<file path="config.mk">
export PLATFORM = sky130hd
export DESIGN_NAME = lsu_top
export DESIGN_NICKNAME = d
export VERILOG_FILES = /design/src/common/lsq_pkg.sv /design/src/lsq/load_store_queue.sv /design/src/lsq/store_buffer.sv /design/src/source/dtlb.sv /design/src/source/lsu_top.sv /design/src/source/mem_xcpt_check.sv
export SDC_FILE = /design/constraint.sdc
export NUM_CORES = 2
export LEC_CHECK = 0
export BUFFER_PORTS_ARGS = -buffer_cell sky130_fd_sc_hd__buf_2
export CELL_PAD_IN_SITES_DETAIL_PLACEMENT = 1
export CELL_PAD_IN_SITES_GLOBAL_PLACEMENT = 2
export CORE_UTILIZATION = 35
export DETAILED_ROUTE_END_ITERATION = 12
export GPL_ROUTABILITY_DRIVEN = 0
export GPL_TIMING_DRIVEN = 0
export PLACE_DENSITY_LB_ADDON = 0.1
export RECOVER_POWER = 50
export SYNTH_ARGS = -nofsm -noshare
export SYNTH_HDL_FRONTEND = slang
export SYNTH_HIERARCHICAL = 1
export SYNTH_SLANG_ARGS = --single-unit
</file>
<file path="constraint.sdc">
create_clock -name clk_i -period 20.7 [get_ports clk_i]
set_input_delay 1.035 -clock clk_i [delete_from_list [all_inputs] [get_ports clk_i]]
set_output_delay 1.035 -clock clk_i [all_outputs]
set_load 0.005 [all_outputs]
</file>
<file path="src/common/lsq_pkg.sv">
/* Shared sizes, address map, instruction and TLB types
   and exception causes of the load-store unit */
package lsq_pkg;

    // Queue and TLB sizes
    localparam int LSQ_NUM_ENTRIES = 8;
    localparam int SB_NUM_ENTRIES  = 4;
    localparam int TLB_NUM_ENTRIES = 8;
    localparam int GL_INDEX_BITS   = 5;

    localparam int LSQ_PTR_BITS = $clog2(LSQ_NUM_ENTRIES);
    localparam int SB_PTR_BITS  = $clog2(SB_NUM_ENTRIES);
    localparam int TLB_PTR_BITS = $clog2(TLB_NUM_ENTRIES);

    // 32-bit addresses, 4 KiB pages
    localparam int ADDR_BITS        = 32;
    localparam int DATA_BITS        = 64;
    localparam int PAGE_OFFSET_BITS = 12;
    localparam int PN_BITS          = ADDR_BITS - PAGE_OFFSET_BITS;

    // Address map
    localparam logic [ADDR_BITS-1:0] UNMAPPED_ADDR_UPPER = 32'h0000_1000;
    localparam logic [ADDR_BITS-1:0] IO_ADDR_LOWER       = 32'h4000_0000;
    localparam logic [ADDR_BITS-1:0] IO_ADDR_UPPER       = 32'h8000_0000;
    localparam logic [ADDR_BITS-1:0] PHYS_MEM_LIMIT      = 32'h9000_0000;

    typedef logic [GL_INDEX_BITS-1:0]  gl_index_t;
    typedef logic [ADDR_BITS-1:0]      addr_t;
    typedef logic [DATA_BITS-1:0]      data_t;
    typedef logic [PN_BITS-1:0]        pn_t;
    typedef logic [LSQ_PTR_BITS-1:0]   lsq_ptr_t;
    typedef logic [LSQ_PTR_BITS:0]     lsq_cnt_t;
    typedef logic [SB_PTR_BITS-1:0]    sb_ptr_t;
    typedef logic [TLB_PTR_BITS-1:0]   tlb_ptr_t;

    typedef enum logic [1:0] {
        LOAD,
        STORE,
        AMO     // Handled as a store
    } mem_type_t;

    // RISC-V funct3 encoding of the access size
    typedef enum logic [2:0] {
        MEM_B  = 3'b000,
        MEM_H  = 3'b001,
        MEM_W  = 3'b010,
        MEM_D  = 3'b011,
        MEM_BU = 3'b100,
        MEM_HU = 3'b101,
        MEM_WU = 3'b110
    } mem_size_t;

    typedef enum logic [3:0] {
        LD_ADDR_MISALIGNED     = 4'd4,
        LD_ACCESS_FAULT        = 4'd5,
        ST_AMO_ADDR_MISALIGNED = 4'd6,
        ST_AMO_ACCESS_FAULT    = 4'd7,
        LD_PAGE_FAULT          = 4'd13,
        ST_AMO_PAGE_FAULT      = 4'd15
    } xcpt_cause_t;

    typedef struct packed {
        logic        valid;
        xcpt_cause_t cause;
        addr_t       origin;    // Virtual address of the access
    } xcpt_t;

    typedef struct packed {
        logic      valid;
        mem_type_t mem_type;
        mem_size_t mem_size;
        gl_index_t gl_index;
        addr_t     addr;
        data_t     data;       // Store data
        logic      translated;
        xcpt_t     xcpt;
    } mem_instr_t;

    typedef struct packed {
        logic valid;
        pn_t  vpn;
        logic store;
        logic translate;
    } tlb_req_t;

    typedef struct packed {
        logic hit;
        pn_t  ppn;
        logic ld_page_fault;
        logic st_page_fault;
    } tlb_resp_t;

    typedef struct packed {
        logic valid;
        pn_t  vpn;
        pn_t  ppn;
        logic readable;
        logic writable;
    } tlb_fill_t;

endpackage

</file>
<file path="src/lsq/load_store_queue.sv">
`timescale 1ns/1ps
/* Load-store queue with in-order translation, issue selection
   and hand-off of translated stores to the store buffer */
module load_store_queue
    import lsq_pkg::*;
(
    input  logic       clk_i,
    input  logic       rstn_i,
    input  logic       flush_i,
    input  mem_instr_t instr_i,
    output logic       instr_ready_o,
    input  logic       issue_ready_i,
    input  logic       rob_store_ack_i,
    input  gl_index_t  rob_store_gl_idx_i,
    output tlb_req_t   tlb_req_o,
    input  tlb_resp_t  tlb_resp_i,
    output mem_instr_t xlate_instr_o,
    input  mem_instr_t translated_i,
    input  logic       en_translation_i,
    output mem_instr_t issue_o,
    output logic       empty_o,
    output logic       load_after_store_o
);

    mem_instr_t lsq_mem [LSQ_NUM_ENTRIES];

    lsq_ptr_t tail_q;       // Next free entry
    lsq_ptr_t xlate_q;      // Oldest untranslated entry
    lsq_ptr_t head_q;       // Oldest translated entry
    lsq_cnt_t untrans_cnt_q;
    lsq_cnt_t ready_cnt_q;

    mem_instr_t head_entry;
    mem_instr_t sb_head;
    logic       lsq_full;
    logic       enq;
    logic       xlate_pending;
    logic       xlate_done;
    logic       head_is_load;
    logic       head_is_store;
    logic       head_xcpt;
    logic       io_load;
    logic       load_ok;
    logic       sb_ack;
    logic       sb_empty;
    logic       sb_full;
    logic       sb_collision;
    logic       sb_write;
    logic       sb_advance;
    logic       sel_sb;
    logic       sel_lsq;
    logic       pop_head;
    logic       hold_q;     // Issue stalled last cycle
    logic       hold_sb_q;  // Source of the stalled issue

    assign lsq_full      = (untrans_cnt_q + ready_cnt_q) == lsq_cnt_t'(LSQ_NUM_ENTRIES);
    assign instr_ready_o = !lsq_full && !flush_i && rstn_i;
    assign enq           = instr_i.valid && instr_ready_o;

    // Translation of the oldest untranslated entry
    assign xlate_pending = untrans_cnt_q != '0;
    always_comb begin
        xlate_instr_o       = lsq_mem[xlate_q];
        xlate_instr_o.valid = xlate_pending;
    end

    assign tlb_req_o.valid     = xlate_pending;
    assign tlb_req_o.vpn       = xlate_instr_o.addr[ADDR_BITS-1:PAGE_OFFSET_BITS];
    assign tlb_req_o.store     = xlate_instr_o.mem_type != LOAD;
    assign tlb_req_o.translate = en_translation_i;

    // Miss retries next cycle
    assign xlate_done = xlate_pending && (tlb_resp_i.hit || !en_translation_i) && !flush_i;

    // Head of the queue
    assign head_entry    = lsq_mem[head_q];
    assign head_is_load  = (ready_cnt_q != '0) && head_entry.mem_type == LOAD;
    assign head_is_store = (ready_cnt_q != '0) && head_entry.mem_type != LOAD;
    assign head_xcpt     = (ready_cnt_q != '0) && head_entry.xcpt.valid;

    assign io_load = head_entry.addr >= IO_ADDR_LOWER && head_entry.addr < IO_ADDR_UPPER;
    assign load_ok = head_is_load && !head_xcpt && !sb_collision && (!io_load || sb_empty);

    assign sb_ack = sb_head.valid && rob_store_ack_i && sb_head.gl_index == rob_store_gl_idx_i;

    assign load_after_store_o = head_is_load && !head_xcpt && sb_collision;

    // Issue priority, a stalled issue keeps its source
    always_comb begin
        sel_sb  = 1'b0;
        sel_lsq = 1'b0;
        if (hold_q) begin
            sel_sb  = hold_sb_q;
            sel_lsq = !hold_sb_q;
        end else if (sb_ack) begin
            sel_sb = 1'b1;
        end else if (head_xcpt || load_ok) begin
            sel_lsq = 1'b1;
        end
    end

    always_comb begin
        issue_o = '0;
        if (flush_i) begin
            issue_o = '0;           // In-flight issue dropped
        end else if (sel_sb) begin
            issue_o = sb_head;
        end else if (sel_lsq) begin
            issue_o = head_entry;
        end
    end

    assign sb_advance = sel_sb && issue_ready_i && !flush_i;
    assign sb_write   = head_is_store && !head_xcpt && !sb_full && issue_ready_i && !flush_i;
    assign pop_head   = (sel_lsq && issue_ready_i && !flush_i) || sb_write;

    assign empty_o = (untrans_cnt_q == '0) && (ready_cnt_q == '0) && sb_empty;

    always_ff @(posedge clk_i) begin
        if (enq) begin
            lsq_mem[tail_q] <= instr_i;
        end
        if (xlate_done) begin
            lsq_mem[xlate_q] <= translated_i;  // Physical address and exception
        end
    end

    always_ff @(posedge clk_i, negedge rstn_i) begin
        if (!rstn_i) begin
            tail_q        <= '0;
            xlate_q       <= '0;
            head_q        <= '0;
            untrans_cnt_q <= '0;
            ready_cnt_q   <= '0;
            hold_q        <= 1'b0;
            hold_sb_q     <= 1'b0;
        end else if (flush_i) begin
            tail_q        <= '0;
            xlate_q       <= '0;
            head_q        <= '0;
            untrans_cnt_q <= '0;
            ready_cnt_q   <= '0;
            hold_q        <= 1'b0;
            hold_sb_q     <= 1'b0;
        end else begin
            tail_q        <= tail_q + lsq_ptr_t'(enq);
            xlate_q       <= xlate_q + lsq_ptr_t'(xlate_done);
            head_q        <= head_q + lsq_ptr_t'(pop_head);
            untrans_cnt_q <= untrans_cnt_q + lsq_cnt_t'(enq) - lsq_cnt_t'(xlate_done);
            ready_cnt_q   <= ready_cnt_q + lsq_cnt_t'(xlate_done) - lsq_cnt_t'(pop_head);
            hold_q        <= issue_o.valid && !issue_ready_i;
            hold_sb_q     <= sel_sb;
        end
    end

    store_buffer u_store_buffer (
        .clk_i       (clk_i),
        .rstn_i      (rstn_i),
        .flush_i     (flush_i),
        .write_i     (sb_write),
        .instr_i     (head_entry),
        .advance_i   (sb_advance),
        .load_addr_i (head_entry.addr),
        .head_o      (sb_head),
        .empty_o     (sb_empty),
        .full_o      (sb_full),
        .collision_o (sb_collision)
    );

endmodule

</file>
<file path="src/lsq/store_buffer.sv">
`timescale 1ns/1ps
/* Store buffer, a FIFO of translated stores waiting for commit,
   with word-granular collision check against the head load */
module store_buffer
    import lsq_pkg::*;
(
    input  logic       clk_i,
    input  logic       rstn_i,
    input  logic       flush_i,
    input  logic       write_i,
    input  mem_instr_t instr_i,
    input  logic       advance_i,
    input  addr_t      load_addr_i,
    output mem_instr_t head_o,
    output logic       empty_o,
    output logic       full_o,
    output logic       collision_o
);

    mem_instr_t sb_mem [SB_NUM_ENTRIES];

    logic [SB_NUM_ENTRIES-1:0] entry_valid_q;
    sb_ptr_t                   head_q;
    sb_ptr_t                   tail_q;

    // Entries stay contiguous, so the valid bits give the fill level
    assign empty_o = ~|entry_valid_q;
    assign full_o  = &entry_valid_q;

    always_comb begin
        head_o       = sb_mem[head_q];
        head_o.valid = entry_valid_q[head_q];
    end

    // Same 8-byte aligned physical word
    always_comb begin
        collision_o = 1'b0;
        for (int i = 0; i < SB_NUM_ENTRIES; i++) begin
            if (entry_valid_q[i] &&
                sb_mem[i].addr[ADDR_BITS-1:3] == load_addr_i[ADDR_BITS-1:3]) begin
                collision_o = 1'b1;
            end
        end
    end

    always_ff @(posedge clk_i) begin
        if (write_i && !full_o) begin
            sb_mem[tail_q] <= instr_i;
        end
    end

    always_ff @(posedge clk_i, negedge rstn_i) begin
        if (!rstn_i) begin
            entry_valid_q <= '0;
            head_q        <= '0;
            tail_q        <= '0;
        end else if (flush_i) begin
            entry_valid_q <= '0;
            head_q        <= '0;
            tail_q        <= '0;
        end else begin
            if (write_i && !full_o) begin
                entry_valid_q[tail_q] <= 1'b1;
                tail_q                <= tail_q + sb_ptr_t'(1);
            end
            if (advance_i && !empty_o) begin  // Oldest store leaves
                entry_valid_q[head_q] <= 1'b0;
                head_q                <= head_q + sb_ptr_t'(1);
            end
        end
    end

endmodule

</file>
<file path="src/source/dtlb.sv">
`timescale 1ns/1ps
/* Fully associative data TLB with fill port and round-robin replacement */
module dtlb
    import lsq_pkg::*;
(
    input  logic      clk_i,
    input  logic      rstn_i,
    input  tlb_req_t  req_i,
    input  tlb_fill_t fill_i,
    output tlb_resp_t resp_o
);

    logic [TLB_NUM_ENTRIES-1:0] entry_valid_q;
    logic [TLB_NUM_ENTRIES-1:0] entry_read_q;
    logic [TLB_NUM_ENTRIES-1:0] entry_write_q;
    pn_t                        entry_vpn_q [TLB_NUM_ENTRIES];
    pn_t                        entry_ppn_q [TLB_NUM_ENTRIES];
    tlb_ptr_t                   repl_ptr_q;   // Next victim

    // Lowest matching entry wins
    always_comb begin
        resp_o = '0;
        if (req_i.valid && req_i.translate) begin
            for (int i = TLB_NUM_ENTRIES - 1; i >= 0; i--) begin
                if (entry_valid_q[i] && entry_vpn_q[i] == req_i.vpn) begin
                    resp_o.hit           = 1'b1;
                    resp_o.ppn           = entry_ppn_q[i];
                    resp_o.ld_page_fault = !req_i.store && !entry_read_q[i];
                    resp_o.st_page_fault = req_i.store && !entry_write_q[i];
                end
            end
        end
    end

    always_ff @(posedge clk_i) begin
        if (fill_i.valid) begin
            entry_vpn_q[repl_ptr_q]   <= fill_i.vpn;
            entry_ppn_q[repl_ptr_q]   <= fill_i.ppn;
            entry_read_q[repl_ptr_q]  <= fill_i.readable;
            entry_write_q[repl_ptr_q] <= fill_i.writable;
        end
    end

    always_ff @(posedge clk_i, negedge rstn_i) begin
        if (!rstn_i) begin
            entry_valid_q <= '0;
            repl_ptr_q    <= '0;
        end else if (fill_i.valid) begin
            entry_valid_q[repl_ptr_q] <= 1'b1;
            repl_ptr_q                <= repl_ptr_q + tlb_ptr_t'(1);
        end
    end

endmodule

</file>
<file path="src/source/lsu_top.sv">
`timescale 1ns/1ps
/* Memory-ordering front end: queue, data TLB and exception check */
module lsu_top
    import lsq_pkg::*;
(
    input  logic       clk_i,
    input  logic       rstn_i,
    input  logic       flush_i,
    input  logic       en_translation_i,
    input  mem_instr_t instr_i,
    output logic       instr_ready_o,
    input  tlb_fill_t  tlb_fill_i,
    input  logic       rob_store_ack_i,
    input  gl_index_t  rob_store_gl_idx_i,
    output mem_instr_t issue_o,
    input  logic       issue_ready_i,
    output logic       empty_o,
    output logic       load_after_store_o
);

    tlb_req_t   tlb_req;
    tlb_resp_t  tlb_resp;
    mem_instr_t xlate_instr;    // Entry under translation
    mem_instr_t translated;     // Same entry with physical address

    load_store_queue u_load_store_queue (
        .clk_i              (clk_i),
        .rstn_i             (rstn_i),
        .flush_i            (flush_i),
        .instr_i            (instr_i),
        .instr_ready_o      (instr_ready_o),
        .issue_ready_i      (issue_ready_i),
        .rob_store_ack_i    (rob_store_ack_i),
        .rob_store_gl_idx_i (rob_store_gl_idx_i),
        .tlb_req_o          (tlb_req),
        .tlb_resp_i         (tlb_resp),
        .xlate_instr_o      (xlate_instr),
        .translated_i       (translated),
        .en_translation_i   (en_translation_i),
        .issue_o            (issue_o),
        .empty_o            (empty_o),
        .load_after_store_o (load_after_store_o)
    );

    dtlb u_dtlb (
        .clk_i  (clk_i),
        .rstn_i (rstn_i),
        .req_i  (tlb_req),
        .fill_i (tlb_fill_i),
        .resp_o (tlb_resp)
    );

    mem_xcpt_check u_mem_xcpt_check (
        .instr_i          (xlate_instr),
        .tlb_resp_i       (tlb_resp),
        .en_translation_i (en_translation_i),
        .instr_o          (translated)
    );

endmodule

</file>
<file path="src/source/mem_xcpt_check.sv">
`timescale 1ns/1ps
/* Address translation merge and memory exception decode */
module mem_xcpt_check
    import lsq_pkg::*;
(
    input  mem_instr_t instr_i,
    input  tlb_resp_t  tlb_resp_i,
    input  logic       en_translation_i,
    output mem_instr_t instr_o
);

    logic       is_store;
    logic [2:0] align_mask;
    logic       misaligned;
    logic       bad_phys;

    assign is_store = instr_i.mem_type != LOAD;   // AMO counts as store

    always_comb begin
        case (instr_i.mem_size)
            MEM_H, MEM_HU: align_mask = 3'b001;
            MEM_W, MEM_WU: align_mask = 3'b011;
            MEM_D:         align_mask = 3'b111;
            default:       align_mask = 3'b000;
        endcase
    end

    assign misaligned = |(instr_i.addr[2:0] & align_mask);

    // Only untranslated addresses are checked against the map
    assign bad_phys = !en_translation_i &&
                      (instr_i.addr < UNMAPPED_ADDR_UPPER || instr_i.addr >= PHYS_MEM_LIMIT);

    always_comb begin
        instr_o            = instr_i;
        instr_o.translated = !en_translation_i || tlb_resp_i.hit;
        if (en_translation_i) begin
            instr_o.addr = {tlb_resp_i.ppn, instr_i.addr[PAGE_OFFSET_BITS-1:0]};
        end
        instr_o.xcpt.valid  = 1'b1;
        instr_o.xcpt.origin = instr_i.addr;
        if (misaligned) begin
            instr_o.xcpt.cause = is_store ? ST_AMO_ADDR_MISALIGNED : LD_ADDR_MISALIGNED;
        end else if (is_store && tlb_resp_i.st_page_fault) begin
            instr_o.xcpt.cause = ST_AMO_PAGE_FAULT;
        end else if (tlb_resp_i.ld_page_fault) begin
            instr_o.xcpt.cause = LD_PAGE_FAULT;
        end else if (bad_phys) begin
            instr_o.xcpt.cause = is_store ? ST_AMO_ACCESS_FAULT : LD_ACCESS_FAULT;
        end else begin
            instr_o.xcpt = '0;
        end
    end

endmodule
</file>
==> results.txt <==
Clock Path Buffers: 4
CTS tree: done
Layout cell share with drive strength beyond 1: 42.7%
GRT Total Usage: 24.9%
Design Power: 0.0134 W
Die area: 0.307 mm2
Initial Util: 35.2%
Bufs and invs on worst path: 10
Remaining DRCs: 0
RSZ-0062 raised after global routing: false
Critical path class: reg2reg
Die width: 554 um
CP max FO: 15
Syn Area/Cell: 17.5 um2
Via count: 62,876
Drt via density: 5.67
GRT overflow: 0
Clock skew: 46.1 ps
Core area: 0.303 mm2
Failing checks: max-capacitance violations, max-slew violations
Cts bufs inserted: 263
Slew at the pin closest to its max-slew limit: 3740 ps
Syn-to-layout area delta: 15.8%
NumNets Final: 7,126
CP max stage delay: 1500 ps
Boundary Pins: 347
Max VDD drop: 0.0675 mV
Worst setup margin: 7830 ps
Post-CTS Setup Repair Bufs: 0
Hold Path Class: in2reg
Status: finished, violations left
Syn_nets: 6,306
Crit-path cells: clkbuf_1 -> clkbuf_1 -> clkbuf_1 -> mux2_1 -> clkbuf_1 -> xor2_1 -> nor4_1 -> nand3_1 -> nor4_1 -> or2_2 -> o41a_1 -> nor2b_1 -> nor3_1 -> and2_0 -> and3_1 -> clkbuf_1 -> clkbuf_1 -> o21bai_4 -> buf_16 -> buf_12 -> buf_12 -> buf_16
Max_slew headroom: -149%
Critical Path RT: 21,270 ps
Crit end category: flop
DIE HEIGHT: 554 um
Area of the multi-input gates: 0.0403 mm2
# hold bufs at CTS: 0
First-pass GRT wire length: 538,000 um
Clk pin slew, worst setup/hold paths: 60 ps
Gate count of the mapped netlist: 6,076
Seq. cell area: 0.0632 mm2
Hold Fails Final Rpt: 0
Max Fclk: 77.7 MHz
Final ANT Viol Nets: 0
1st-iter DRT viols: 5,303
DP Worst Slack: 9820 ps
Final count of negative-setup-slack endpoints: 0
Mapped Area: 0.107 mm2
Tcrit/Tclk final: 62.2%
Setup TNS: 0 ps
# port buffers: 345
Arrival @ worst endpoint: 13,440 ps
WL final: 389,000 um
Tmin final: 12,870 ps
WL per Instance: 35.1 um
Startpoint type of the worst setup path: flop
Fillers: 29,586
Clock net sink count: 2,110
Initial DRT Pass Iterations: 5
Max-cap viol count: 43
Most frequent cell on the critical path: clkbuf_1
Clock root cell: clkbuf_16
Post_cts resized: 0
Max-slew violations: 1,031
CP delay by family, top: buffers and inverters
Static Leak: 39.4 nW
Initial antenna violation count: 98
H-Tree Depth: 5
Clock Latency Late Sink: 890 ps
Vias in the first global route: 66,545
Largest net degree at the start of global routing: 48
Syn. warnings: 6
Crit-path slowest cell: nor4_1
Power per cell area: 108 mW/mm2
End-of-flow core utilization: 40.8%
Dpl hpwl: 270,000 um
Row count: 202
-- layout by cell type, fill, tap and decap left out, drive strengths merged, types with 93 or more instances in the layout --
cell type,instances
buf,738
clkbuf,735
clkinv,93
edfxtp,2072
mux2,1430
mux4,645
nand2b,148
nand3b,144
o31ai,141
xnor2,155
xor2,140
-- path summary, 6_finish.rpt --
check	depth (start not counted)	end	from	slack (ps)
setup / recovery	22	u_load_store_queue/lsq_mem[7][61]	u_load_store_queue/xlate_q[1]	7830
hold / removal	2	u_dtlb/repl_ptr_q[0]	tlb_fill_i[42]	440
setup reg to reg	22	u_load_store_queue/lsq_mem[7][61]	u_load_store_queue/xlate_q[1]	7830
hold reg to reg	1	u_dtlb/entry_valid_q[6]	u_dtlb/entry_valid_q[6]	470
max in group asynchronous	1	u_load_store_queue/tail_q[2]	rstn_i	17520
min in group asynchronous	1	u_dtlb/entry_valid_q[0]	rstn_i	1240
-- worst register-to-register path, delay by kind of cell (launching register included) --
kind,cells,cell delay (ps)
and+or+nand+nor,8,4240
AOI/OAI and AO/OA,2,780
muxes,1,380
buffers and inverters,10,6420
DFF,1,560
xor gates and xnor gates,1,170
-- cell type report --
type                            instances  share of cell area (%)
Inverter                               36                   0.109
Clock buffer                          352                    5.85
Antenna cell                           25                  0.0507
Tap cell                             3978                    4.03
Timing Repair Buffer                  555                    3.11
Buffer                                566                    2.35
Sequential cell                      2110                    51.2
Clock inverter                        113                   0.689
Multi-Input combinational cell       3364                    32.6
-- sequential cells by signal (all words and copies together), names as in the netlist --
signal                                           count
u_dtlb/entry_ppn_q                                 160
u_dtlb/entry_read_q                                  8
u_dtlb/entry_valid_q                                 8
u_dtlb/entry_vpn_q                                 160
u_dtlb/entry_write_q                                 8
u_dtlb/repl_ptr_q                                    3
u_load_store_queue/head_q                            3
u_load_store_queue/hold_q                            1
u_load_store_queue/hold_sb_q                         1
u_load_store_queue/lsq_mem                        1160
u_load_store_queue/ready_cnt_q                       4
u_load_store_queue/tail_q                            3
u_load_store_queue/u_store_buffer/entry_valid_q      4
u_load_store_queue/u_store_buffer/head_q             2
u_load_store_queue/u_store_buffer/sb_mem           576
u_load_store_queue/u_store_buffer/tail_q             2
u_load_store_queue/untrans_cnt_q                     4
u_load_store_queue/xlate_q                           3
-- metal layers --
| metal | track usage, % | share of wire [%] |
|---|---|---|
| met5 | 0 | 0.063 |
| met4 | 8.10 | 3.4 |
| met1 | 33.6 | 43 |
| met2 | 41.3 | 48 |
| met3 | 3.47 | 5.1 |
-- report_power, final --
part | switching, W | internal, W | total (W)
Clock | 0.00185 | 0.00257 | 0.00442
Sequential | 0.0000909 | 0.00515 | 0.00524
Combinational | 0.00230 | 0.00142 | 0.00372
-- through the flow --
stage	std cells	hold WS, ps	area (um2)
floorplan	6076	430	107000
global placement	10399	445	113000
detailed placement	10609	452	116000
CTS	11074	364	124000
global route	11079	419	123000
finish	11099	435	123000
No activity file was read; power rests on OpenSTA's default activity.
